### config.mk
export PLATFORM = sky130hd
export DESIGN_NAME = aurora_link_top
export DESIGN_NICKNAME = d
export VERILOG_FILES = /design/src/verilog/aurora_link_pkg.sv /design/src/verilog/link_ctrl_regs.sv /design/src/verilog/link_status_capture.sv /design/src/verilog/ufc_tx_merge.sv /design/src/verilog/aurora_link_top.sv
export VERILOG_INCLUDE_DIRS = /design/src /design/src/include
export SDC_FILE = /design/constraint.sdc
export NUM_CORES = 1
export LEC_CHECK = 0
export BUFFER_PORTS_ARGS = -buffer_cell sky130_fd_sc_hd__buf_2
export CORE_UTILIZATION = 40
export CTS_BUF_LIST = sky130_fd_sc_hd__clkbuf_4 sky130_fd_sc_hd__clkbuf_8
export DETAILED_ROUTE_END_ITERATION = 10
export PLACE_DENSITY = 0.8
export SKIP_LAST_GASP = 1
export SLEW_MARGIN = 25
export SYNTH_ARGS = -nofsm -noshare
export SYNTH_HDL_FRONTEND = slang
export SYNTH_HIERARCHICAL = 1
export SYNTH_SLANG_ARGS = --single-unit
### constraint.sdc
create_clock -name user_clk -period 1.3 [get_ports user_clk]
set_input_delay 0.325 -clock user_clk [delete_from_list [all_inputs] [get_ports user_clk]]
set_output_delay 0.325 -clock user_clk [all_outputs]
set_load 0.01 [all_outputs]
### src/include/aurora_link_defines.svh
`ifndef AURORA_LINK_DEFINES_SVH
`define AURORA_LINK_DEFINES_SVH

// register word offsets on the control bus
`define REG_LINK_CONTROL     2'd0
`define REG_LINK_STATUS      2'd1
`define REG_LINK_TUNING      2'd2
`define REG_LINK_DMONITOR    2'd3

// link control register bits
`define CTRL_LINK_RESET_BIT  0
`define CTRL_GT_RESET_BIT    1
`define CTRL_POWERDOWN_BIT   3
`define CTRL_LOOPBACK_LSB    4
// write-only bit that pulses the sticky clear
`define CTRL_LINKERR_CLR_BIT 31

// transmitter tuning fields in byte lanes 0 to 2
`define TUNE_DIFFCTRL_LSB    0
`define TUNE_PRECURSOR_LSB   8
`define TUNE_POSTCURSOR_LSB  16

// status register bits
`define STAT_LANE_UP         0
`define STAT_CHANNEL_UP      1
`define STAT_TX_RESETDONE    4
`define STAT_RX_RESETDONE    5
// sticky link errors
`define STAT_HARD_ERR        8
`define STAT_SOFT_ERR        9
`define STAT_FRAME_ERR       10
// sticky overflow flags
`define STAT_RX_OVF          16
`define STAT_UFC_RX_OVF      17

// field widths
`define WORD_W               32
`define REG_SEL_W            2
`define BYTE_EN_W            4
`define DMON_W               16
`define LOOPBACK_W           3
`define DIFFCTRL_W           4
`define CURSOR_W             5

// swing code out of reset
`define DIFFCTRL_DEFAULT     4'd8

`endif

### src/verilog/aurora_link_pkg.sv
`default_nettype none

`include "aurora_link_defines.svh"

package aurora_link_pkg;

    // bus and register word
    typedef logic [`WORD_W-1:0] word_t;

    // word offset into the four registers
    typedef logic [`REG_SEL_W-1:0] reg_sel_t;

    // byte selects on a bus write
    typedef logic [`BYTE_EN_W-1:0] byte_en_t;

    // tx byte keep, one bit per byte of word_t
    typedef logic [`WORD_W/8-1:0] keep_t;

    // digital monitor value from the transceiver
    typedef logic [`DMON_W-1:0] dmon_t;

    // transceiver loopback mode
    typedef logic [`LOOPBACK_W-1:0] loopback_t;

    // tx differential swing code
    typedef logic [`DIFFCTRL_W-1:0] diffctrl_t;

    // pre/postcursor emphasis code
    typedef logic [`CURSOR_W-1:0] cursor_t;

    // register bus handshake states
    typedef enum logic [0:0] {
        BUS_IDLE = 1'b0,
        BUS_ACK  = 1'b1
    } bus_state_t;

endpackage

`default_nettype wire

### src/verilog/link_ctrl_regs.sv
`timescale 1ns/1ps
`default_nettype none

`include "aurora_link_defines.svh"

module link_ctrl_regs
    import aurora_link_pkg::*;
(
    input  wire logic      user_clk,
    input  wire logic      linkerr_reset_userclk,
    input  wire logic      wb_cyc_i,
    input  wire logic      wb_stb_i,
    input  wire logic      wb_we_i,
    input  wire reg_sel_t  wb_adr_i,
    input  wire byte_en_t  wb_sel_i,
    input  wire word_t     wb_dat_i,
    input  wire word_t     status_i,
    input  wire dmon_t     dmonitor_i,
    output word_t          wb_dat_o,
    output logic           wb_ack_o,
    output logic           link_reset_o,
    output logic           gt_reset_o,
    output logic           powerdown_o,
    output logic           linkerr_clear_o,
    output loopback_t      loopback_o,
    output diffctrl_t      txdiffctrl_o,
    output cursor_t        txprecursor_o,
    output cursor_t        txpostcursor_o
);

    // bus handshake state
    bus_state_t state_q;
    // request seen on the bus
    logic       bus_req;
    // write completes on the edge closing the ack cycle
    logic       wr_done;
    // read data held for the whole ack cycle
    word_t      rd_data_q;

    // control fields
    logic       link_reset_q;
    logic       gt_reset_q;
    logic       powerdown_q;
    loopback_t  loopback_q;
    logic       linkerr_clear_q;

    // tuning fields
    diffctrl_t  diffctrl_q;
    cursor_t    precursor_q;
    cursor_t    postcursor_q;

    // assembled register images
    word_t      ctrl_word;
    word_t      tune_word;
    word_t      dmon_word;
    word_t      rd_mux;

    assign bus_req = wb_cyc_i && wb_stb_i;
    assign wr_done = (state_q == BUS_ACK) && bus_req && wb_we_i;

    // control image, clear bit always reads back as zero
    always_comb begin
        ctrl_word = '0;
        ctrl_word[`CTRL_LINK_RESET_BIT] = link_reset_q;
        ctrl_word[`CTRL_GT_RESET_BIT] = gt_reset_q;
        ctrl_word[`CTRL_POWERDOWN_BIT] = powerdown_q;
        ctrl_word[`CTRL_LOOPBACK_LSB +: `LOOPBACK_W] = loopback_q;
    end

    // tuning image, spare bits in each byte are zero
    always_comb begin
        tune_word = '0;
        tune_word[`TUNE_DIFFCTRL_LSB +: `DIFFCTRL_W] = diffctrl_q;
        tune_word[`TUNE_PRECURSOR_LSB +: `CURSOR_W] = precursor_q;
        tune_word[`TUNE_POSTCURSOR_LSB +: `CURSOR_W] = postcursor_q;
    end

    // monitor value zero-extended to a full word
    assign dmon_word = {{(`WORD_W-`DMON_W){1'b0}}, dmonitor_i};

    // pick the addressed register
    always_comb begin
        case (wb_adr_i)
            `REG_LINK_CONTROL:  rd_mux = ctrl_word;
            `REG_LINK_STATUS:   rd_mux = status_i;
            `REG_LINK_TUNING:   rd_mux = tune_word;
            default:            rd_mux = dmon_word;
        endcase
    end

    // two-state handshake, ack one cycle after the request is sampled
    always_ff @(posedge user_clk) begin
        if (linkerr_reset_userclk) begin
            state_q <= BUS_IDLE;
            rd_data_q <= '0;
        end else begin
            case (state_q)
                BUS_IDLE: begin
                    if (bus_req) begin
                        state_q <= BUS_ACK;
                        // snapshot taken when the request is first seen
                        if (!wb_we_i) begin
                            rd_data_q <= rd_mux;
                        end
                    end
                end
                default: begin
                    // back to idle, master must drop the request here
                    state_q <= BUS_IDLE;
                end
            endcase
        end
    end

    // register writes, byte lanes gated by the selects
    always_ff @(posedge user_clk) begin
        if (linkerr_reset_userclk) begin
            link_reset_q <= 1'b0;
            gt_reset_q <= 1'b0;
            powerdown_q <= 1'b0;
            loopback_q <= '0;
            linkerr_clear_q <= 1'b0;
            diffctrl_q <= `DIFFCTRL_DEFAULT;
            precursor_q <= '0;
            postcursor_q <= '0;
        end else begin
            // clear pulse lasts a single cycle
            linkerr_clear_q <= 1'b0;
            if (wr_done && wb_adr_i == `REG_LINK_CONTROL) begin
                if (wb_sel_i[0]) begin
                    link_reset_q <= wb_dat_i[`CTRL_LINK_RESET_BIT];
                    gt_reset_q <= wb_dat_i[`CTRL_GT_RESET_BIT];
                    powerdown_q <= wb_dat_i[`CTRL_POWERDOWN_BIT];
                    loopback_q <= wb_dat_i[`CTRL_LOOPBACK_LSB +: `LOOPBACK_W];
                end
                if (wb_sel_i[3]) begin
                    linkerr_clear_q <= wb_dat_i[`CTRL_LINKERR_CLR_BIT];
                end
            end
            if (wr_done && wb_adr_i == `REG_LINK_TUNING) begin
                if (wb_sel_i[0]) begin
                    diffctrl_q <= wb_dat_i[`TUNE_DIFFCTRL_LSB +: `DIFFCTRL_W];
                end
                if (wb_sel_i[1]) begin
                    precursor_q <= wb_dat_i[`TUNE_PRECURSOR_LSB +: `CURSOR_W];
                end
                if (wb_sel_i[2]) begin
                    postcursor_q <= wb_dat_i[`TUNE_POSTCURSOR_LSB +: `CURSOR_W];
                end
            end
        end
    end

    assign wb_ack_o = (state_q == BUS_ACK);
    assign wb_dat_o = rd_data_q;

    // fields straight out to the transceiver
    assign link_reset_o = link_reset_q;
    assign gt_reset_o = gt_reset_q;
    assign powerdown_o = powerdown_q;
    assign loopback_o = loopback_q;
    assign linkerr_clear_o = linkerr_clear_q;
    assign txdiffctrl_o = diffctrl_q;
    assign txprecursor_o = precursor_q;
    assign txpostcursor_o = postcursor_q;

endmodule

`default_nettype wire

### src/verilog/link_status_capture.sv
`timescale 1ns/1ps
`default_nettype none

`include "aurora_link_defines.svh"

module link_status_capture
    import aurora_link_pkg::*;
(
    input  wire logic user_clk,
    input  wire logic linkerr_reset_userclk,
    input  wire logic linkerr_clear_i,
    input  wire logic lane_up_i,
    input  wire logic channel_up_i,
    input  wire logic tx_resetdone_i,
    input  wire logic rx_resetdone_i,
    input  wire logic hard_err_i,
    input  wire logic soft_err_i,
    input  wire logic frame_err_i,
    input  wire logic rx_overflow_i,
    input  wire logic ufc_rx_overflow_i,
    output word_t     status_o
);

    // captured status word, unused bits never leave zero
    word_t status_q;

    // next value of a sticky bit, a clear beats a set
    function automatic logic sticky_next(
        input logic cur,
        input logic set,
        input logic clr
    );
        sticky_next = !clr && (cur || set);
    endfunction

    always_ff @(posedge user_clk) begin
        if (linkerr_reset_userclk) begin
            status_q <= '0;
        end else begin
            // level bits, one cycle behind the core
            status_q[`STAT_LANE_UP] <= lane_up_i;
            status_q[`STAT_CHANNEL_UP] <= channel_up_i;
            status_q[`STAT_TX_RESETDONE] <= tx_resetdone_i;
            status_q[`STAT_RX_RESETDONE] <= rx_resetdone_i;

            // link errors held until cleared
            status_q[`STAT_HARD_ERR] <=
                sticky_next(status_q[`STAT_HARD_ERR], hard_err_i, linkerr_clear_i);
            status_q[`STAT_SOFT_ERR] <=
                sticky_next(status_q[`STAT_SOFT_ERR], soft_err_i, linkerr_clear_i);
            status_q[`STAT_FRAME_ERR] <=
                sticky_next(status_q[`STAT_FRAME_ERR], frame_err_i, linkerr_clear_i);

            // receive overflows, same clear as the errors
            status_q[`STAT_RX_OVF] <=
                sticky_next(status_q[`STAT_RX_OVF], rx_overflow_i, linkerr_clear_i);
            status_q[`STAT_UFC_RX_OVF] <=
                sticky_next(status_q[`STAT_UFC_RX_OVF], ufc_rx_overflow_i, linkerr_clear_i);
        end
    end

    assign status_o = status_q;

endmodule

`default_nettype wire

### src/verilog/ufc_tx_merge.sv
`timescale 1ns/1ps
`default_nettype none

module ufc_tx_merge
    import aurora_link_pkg::*;
(
    input  wire logic  user_clk,
    input  wire logic  linkerr_reset_userclk,
    input  wire logic  s_axis_tvalid_i,
    input  wire logic  s_axis_tlast_i,
    input  wire logic  tx_tready_i,
    input  wire logic  ufc_tvalid_i,
    input  wire logic  ufc_tready_i,
    input  wire word_t s_axis_tdata_i,
    input  wire word_t ufc_tdata_i,
    input  wire keep_t s_axis_tkeep_i,
    output logic       s_axis_tready_o,
    output logic       tx_tvalid_o,
    output logic       tx_tlast_o,
    output logic       ufc_tvalid_o,
    output logic       ufc_src_tready_o,
    output word_t      tx_tdata_o,
    output keep_t      tx_tkeep_o
);

    // high in the cycle the core samples the UFC word
    logic ufc_cycle_q;

    // core took the request, next cycle carries the word
    always_ff @(posedge user_clk) begin
        if (linkerr_reset_userclk) begin
            ufc_cycle_q <= 1'b0;
        end else begin
            ufc_cycle_q <= ufc_tvalid_o && ufc_tready_i;
        end
    end

    // request masked during the data cycle, so the flag never lasts
    // more than one cycle and messages end up two cycles apart
    assign ufc_tvalid_o = ufc_tvalid_i && !ufc_cycle_q;

    // source ack held back to the data cycle
    assign ufc_src_tready_o = ufc_cycle_q;

    // user path handshake goes straight through
    assign tx_tvalid_o = s_axis_tvalid_i;
    assign s_axis_tready_o = tx_tready_i;

    // core drops ready while it owns the slot for UFC
    // keep and last only matter on user beats
    assign tx_tdata_o = tx_tready_i ? s_axis_tdata_i : ufc_tdata_i;
    assign tx_tkeep_o = s_axis_tkeep_i;
    assign tx_tlast_o = s_axis_tlast_i;

endmodule

`default_nettype wire

### src/verilog/aurora_link_top.sv
`timescale 1ns/1ps
`default_nettype none

module aurora_link_top
    import aurora_link_pkg::*;
(
    input  wire logic      user_clk,
    input  wire logic      linkerr_reset_userclk,
    // register bus
    input  wire logic      wb_cyc_i,
    input  wire logic      wb_stb_i,
    input  wire logic      wb_we_i,
    input  wire reg_sel_t  wb_adr_i,
    input  wire byte_en_t  wb_sel_i,
    input  wire word_t     wb_dat_i,
    output word_t          wb_dat_o,
    output logic           wb_ack_o,
    // core status
    input  wire logic      lane_up_i,
    input  wire logic      channel_up_i,
    input  wire logic      tx_resetdone_i,
    input  wire logic      rx_resetdone_i,
    input  wire logic      hard_err_i,
    input  wire logic      soft_err_i,
    input  wire logic      frame_err_i,
    input  wire logic      rx_overflow_i,
    input  wire logic      ufc_rx_overflow_i,
    input  wire dmon_t     dmonitor_i,
    // core control and tuning
    output logic           link_reset_o,
    output logic           gt_reset_o,
    output logic           powerdown_o,
    output loopback_t      loopback_o,
    output diffctrl_t      txdiffctrl_o,
    output cursor_t        txprecursor_o,
    output cursor_t        txpostcursor_o,
    // user tx stream
    input  wire logic      s_axis_tvalid_i,
    input  wire logic      s_axis_tlast_i,
    input  wire word_t     s_axis_tdata_i,
    input  wire keep_t     s_axis_tkeep_i,
    output logic           s_axis_tready_o,
    // merged stream to the core
    input  wire logic      tx_tready_i,
    output logic           tx_tvalid_o,
    output logic           tx_tlast_o,
    output word_t          tx_tdata_o,
    output keep_t          tx_tkeep_o,
    // UFC source and core request
    input  wire logic      ufc_tvalid_i,
    input  wire word_t     ufc_tdata_i,
    output logic           ufc_s_tready_o,
    output logic           ufc_core_tvalid_o,
    input  wire logic      ufc_tready_i
);

    // registered status into the read mux
    word_t status_word;
    // one-cycle clear of the sticky flags
    logic  linkerr_clear;

    link_ctrl_regs u_regs (
        .user_clk              (user_clk),
        .linkerr_reset_userclk (linkerr_reset_userclk),
        .wb_cyc_i              (wb_cyc_i),
        .wb_stb_i              (wb_stb_i),
        .wb_we_i               (wb_we_i),
        .wb_adr_i              (wb_adr_i),
        .wb_sel_i              (wb_sel_i),
        .wb_dat_i              (wb_dat_i),
        .status_i              (status_word),
        .dmonitor_i            (dmonitor_i),
        .wb_dat_o              (wb_dat_o),
        .wb_ack_o              (wb_ack_o),
        .link_reset_o          (link_reset_o),
        .gt_reset_o            (gt_reset_o),
        .powerdown_o           (powerdown_o),
        .linkerr_clear_o       (linkerr_clear),
        .loopback_o            (loopback_o),
        .txdiffctrl_o          (txdiffctrl_o),
        .txprecursor_o         (txprecursor_o),
        .txpostcursor_o        (txpostcursor_o)
    );

    link_status_capture u_status (
        .user_clk              (user_clk),
        .linkerr_reset_userclk (linkerr_reset_userclk),
        .linkerr_clear_i       (linkerr_clear),
        .lane_up_i             (lane_up_i),
        .channel_up_i          (channel_up_i),
        .tx_resetdone_i        (tx_resetdone_i),
        .rx_resetdone_i        (rx_resetdone_i),
        .hard_err_i            (hard_err_i),
        .soft_err_i            (soft_err_i),
        .frame_err_i           (frame_err_i),
        .rx_overflow_i         (rx_overflow_i),
        .ufc_rx_overflow_i     (ufc_rx_overflow_i),
        .status_o              (status_word)
    );

    ufc_tx_merge u_merge (
        .user_clk              (user_clk),
        .linkerr_reset_userclk (linkerr_reset_userclk),
        .s_axis_tvalid_i       (s_axis_tvalid_i),
        .s_axis_tlast_i        (s_axis_tlast_i),
        .tx_tready_i           (tx_tready_i),
        .ufc_tvalid_i          (ufc_tvalid_i),
        .ufc_tready_i          (ufc_tready_i),
        .s_axis_tdata_i        (s_axis_tdata_i),
        .ufc_tdata_i           (ufc_tdata_i),
        .s_axis_tkeep_i        (s_axis_tkeep_i),
        .s_axis_tready_o       (s_axis_tready_o),
        .tx_tvalid_o           (tx_tvalid_o),
        .tx_tlast_o            (tx_tlast_o),
        .ufc_tvalid_o          (ufc_core_tvalid_o),
        .ufc_src_tready_o      (ufc_s_tready_o),
        .tx_tdata_o            (tx_tdata_o),
        .tx_tkeep_o            (tx_tkeep_o)
    );

endmodule

`default_nettype wire

Word-level counts from Yosys, hierarchy flattened
Cells that the tools add are included. Widths: inputs -> output; s select.

Word-level logic and storage cells: 48. Register bits after elaboration: 64. Input port bits: 141. Output and inout bits: 94.

Mux-type cells: 3. Bitwise gates (word level): 4. Reductions and logical operators: 27. Equality and inequality tests: 2.

Operators by type and width (count): $pmux 21 s3 (1); $mux 32 (1); $logic_and 1x1->1 (12); $reduce_and 2->1 (4); $logic_or 1x1->1 (5); $not 1->1 (4); $reduce_and 3->1 (1); $reduce_or 3->1 (1); $eq 2x1->1 const B (1); $eq 2x2->1 const B (1); $logic_not 1->1 (2); $logic_not 2->1 (1); $reduce_or 2->1 (1); $mux 1 (1).

Depth between registers and ports, before layout
Word-level depth: 6. Depth in mapped cells: 6. Depth with buffers taken out: 3.

Cells and area by module
The synthesis kept the hierarchy.

Modules (own cells, without submodules): link_ctrl_regs (cells each 268, times used 1, area each 2516.2 sq um, seq. area each 1081.0 sq um); ufc_tx_merge (cells each 46, times used 1, area each 633.1 sq um, seq. area each 20.0 sq um); link_status_capture (cells each 43, times used 1, area each 430.4 sq um, seq. area each 180.2 sq um).

Worst setup path before layout
OpenSTA, ideal clock, no wires.

Kind: input -> register. From: in wb_adr_i[0]. To: reg u_regs.rd_data_q[10] (netlist: u_regs/wb_dat_o[10]). Cell stages on the path: 5. Setup time: 0.132 ns. Setup slack: -0.054 ns. Required time: 1.168 ns. Path buffers: 2. Arrival: 1.222 ns. Cells stage by stage: buf_4 > buf_6 > mux2_2 > a221oi_1 > nor3_1.

Word-level cells in the longest chain between the ends: 2. Elaborated cells on any way between the ends: 4. Those cells by class: eq/ne (2); mux (1); reduce/logical (1).

RTL lines: start: declaration (RTL line aurora_link_top.sv:13) `input wire reg_sel_t wb_adr_i,`; $eq 2x2->1, or another cell as far along (RTL line link_ctrl_regs.sv:83) `case (wb_adr_i)`; $pmux 21 s3 * (RTL line link_ctrl_regs.sv:83); end signal: assignment (RTL line link_ctrl_regs.sv:103) `rd_data_q <= rd_mux;`; end: declaration (RTL line link_ctrl_regs.sv:38) `word_t rd_data_q;`.

Mark *: on every way between the ends. The rest lies on a longest branch, timed or not. A chain may end at the register's enable or synchronous reset.

Final worst setup path
From: in tx_tready_i. To: out tx_tdata_o[9].

Word-level cells in the longest chain between the ends: 1.

RTL lines: start: declaration (RTL line aurora_link_top.sv:44) `input wire logic tx_tready_i,`; $mux 32 (RTL line ufc_tx_merge.sv:51) `assign tx_tdata_o = tx_tready_i ? s_axis_tdata_i : ufc_tdata_i;`; end: declaration (RTL line aurora_link_top.sv:47) `output word_t tx_tdata_o,`.

Every way passes these cells.

==> run metrics <==
via count=3248; die width=96.6 um; number of global-route vias before repair=3345; EDFF count, synth=0; total power=between 4 and 5 mW; Cell Rows=34; first-pass GRT wire length=approximately 15000 um; CTS Sinks=64; Max Cap Viol=0; Fin. Hold Viols=0; number of vias per cell=4.74; Total Wirelength=between 9000 and 10000 um; #FFs+latches synth=between 60 and 70; RSZ-0062 raised after global routing=yes; slowest cell on the critical path=mux2_4; Critical R2R Launch=u_regs/wb_ack_o; GRT overflow=0; fin nets=712; hpwl dp=roughly 7200 um; CP top delay family=buffers and inverters; Setup crit end kind=output port; Setup violations, final=32; HP Start=channel_up_i; Mapped Cells=between 300 and 400; die footprint=9330 um2; CTS Buf Count=9; Leak Pwr=2.53 nW; status=complete, but fails checks; cell count of the worst reg-to-reg path=4; Comb pwr share=0.211; Cell Int Power=about 3.5 mW; crit start category=input port; Layout area overhead=46.3%; IO Port Bufs=208; Critical R2R Capture=u_regs/wb_dat_o[4]; H-tree Lvls=3; Distinct cells, synth=34; PD cells=909 nW/um2; yosys warns=6; worst path cell trace=buf_12 > buf_16 > mux2_4 > buf_6; CP required=980 ps; clock tree from TritonCTS=built; Slew Limit Fails=0; Net Sw Frac=0.262; All-Layer GR Usage=0.202; top cell type's share of synthesized area=0.358; worst-path fanout max=9; met2 wire len=5170 um; Seq/Total Area, Yosys=0.358; DRT Pass-1 Iters=4; Worst IR Drop VDD=0.651 mV; flop2flop setup slack=70 ps; kind of critical path=input port to output port; failing checks=setup timing; FMAX=0.735 GHz; met3 wire length=roughly 670 um; Ports=~240; max incr delay on CP=310 ps; proportion of layout cells with a drive suffix above 1=0.549; wire per inst=14.1 um; DRC=0; height of the die=96.6 um; Top Layer Used=met4; Skew-Pair Late Insertion Delay=330 ps; CP bufs+invs=3; Mapped Avg Cell Area=10.0 um2; fin crit period=around 1400 ps; top cells by area, synth=dfxtp_1, mux2_4, buf_4, nand2b_1, mux2i_1; Mapped Area=3580 um2; Clock Power Share=0.361; WHS Path Cells=2; Worst Hold End=u_status/status_o[1]; CP arrival=1040 ps; final clock skew=~10 ps; largest net degree at the start of global routing=34; Post-Place Setup Slack=-184 ps; Placer Congestion=approximately 0.8; # placed instances=about 670; Routed Antenna Nets=0; clk buf depth=2; HP Class=input port to flip-flop; core box area=roughly 8700 um2; Main synth FF type=dfxtp_1; Post-synth ARST share=0; post-synth top area cell=dfxtp_1; Final Cycle Share=1.05; initial drt markers=53; dpl cell area=4710 um2; non-filler instance count after layout=685; Post-Layout Inst Area=5240 um2; clock slew at reported path FFs=approximately 80 ps; clock root cell=clkbuf_8; Initial Util=0.412; Setup WS post-layout=-60.5 ps; initial antenna violation count=1; M1 WL=3760 um; Switch Pwr=1.25 mW; part of the power in registers=0.428
-- placed cells by master, fill, tap and decap left out, types with 4 or more instances in the layout --
cell type / instances
nand2b_1: 37
mux2i_1: 23
nand2_1: 22
buf_6: 30
o21a_1: 5
conb_1: 23
buf_12: 5
nand3_1: 18
nor3_1: 12
a21oi_1: 18
mux2_2: 10
a221oi_1: 4
buf_4: 18
buf_2: 180
clkbuf_8: 9
nor2b_1: 6
nor2_1: 16
mux2_4: 32
dfxtp_1: 63
a221oi_2: 7
-- worst reg2reg max path, stage by stage (launching register included) --
cell      delay [ps]
dfxtp_4          370
and4bb_4         360
buf_12           140
nor2_1            50
a311oi_1         230
-- worst max-delay path by stage --
| stage | start | end | cells past startpoint |
|---|---|---|---|
| finish | tx_tready_i | tx_tdata_o[9] | 4 |
| global route | tx_tready_i | tx_tdata_o[9] | 4 |
| floorplan | wb_adr_i[0] | u_regs/wb_dat_o[0] | 6 |
| detailed placement | wb_adr_i[0] | u_regs/wb_dat_o[4] | 5 |
| global placement | wb_adr_i[0] | u_regs/wb_dat_o[4] | 5 |
| CTS | tx_tready_i | tx_tdata_o[19] | 4 |
-- synth_stat cells (2+ instances only) --
cell,instances
nand2b_1,37
mux2_2,12
buf_2,9
inv_1,3
nor2b_1,7
or2_1,2
nand2_1,22
a311oi_1,3
nor3_2,3
nor3_1,12
a221oi_1,11
a21oi_1,18
dfxtp_1,64
buf_12,3
buf_6,2
nor2_1,16
mux2i_1,23
nand3_1,18
clkbuf_1,8
buf_4,35
mux4_2,3
o21a_1,5
mux2_4,30
-- flip-flops by register name (all words and copies together), names as in the netlist, 3 cells and up --
signal	count
u_regs/txpostcursor_o	5
u_regs/wb_dat_o	32
u_regs/loopback_o	3
u_status/status_o	9
u_regs/txprecursor_o	5
u_regs/txdiffctrl_o	4
-- cells by family (layout without fill, tap and decap cells) --
family | Yosys count | after routing | synth area share
AND/OR/NAND/NOR | 127 | 127 | 0.204
multiplexers | 68 | 68 | 0.247
flip-flops | 64 | 64 | 0.358
buffers and inverters | 60 | 257 | 0.121
AO/OA/AOI/OAI | 37 | 37 | 0.0699
other | 1 | 24 | 0.00105
-- layer usage --
| metal | GRT usage | up-vias |
|---|---|---|
| met3 | 0.0621 | 10 |
| met4 | 0.0551 | 0 |
| li1 | - | 1620 |
| met1 | 0.213 | 1477 |
| met5 | 0 | - |
| met2 | 0.383 | 141 |
-- final cells by class --
cell class                 count  area (um2)
fill                         748        3440
inverter                       3        11.3
tap                          108         135
antenna                        1        2.50
multi-input combinational    255        2020
timing repair buffer         238        1580
clock inverter                 6        68.8
sequential                    64        1280
clock buffer                  10         131
-- power by group through the flow --
stage	clock network [mW]	logic, mW	registers (mW)
floorplan	0	0.548	2.09
global placement	0	0.841	2.08
detailed placement	0	0.858	2.08
CTS	1.77	0.958	2.04
global route	1.84	1.08	2.04
finish	1.72	1.01	2.04
-- stage by stage --
stage	TNS [ps]	hold slack, ps	util
after floorplan	0	397	-
after global placement	-5860	428	0.542
after detailed placement	-7270	443	0.542
after CTS	-1270	181	0.589
after global routing	-1610	190	0.604
final	-1200	195	0.604
-- repair_timing --
| action | in CTS | in global routing |
|---|---|---|
| gates cloned | 2 | 1 |
| endpoints found under the setup margin | 32 | 54 |
| hold buffers | 0 | 0 |
| pin swaps | 0 | 2 |
| hold endpoints to repair | 0 | 0 |
| resized for setup | 30 | 19 |
| setup buffers | 0 | 0 |
Note: power is estimated with default switching activity, not from simulation.
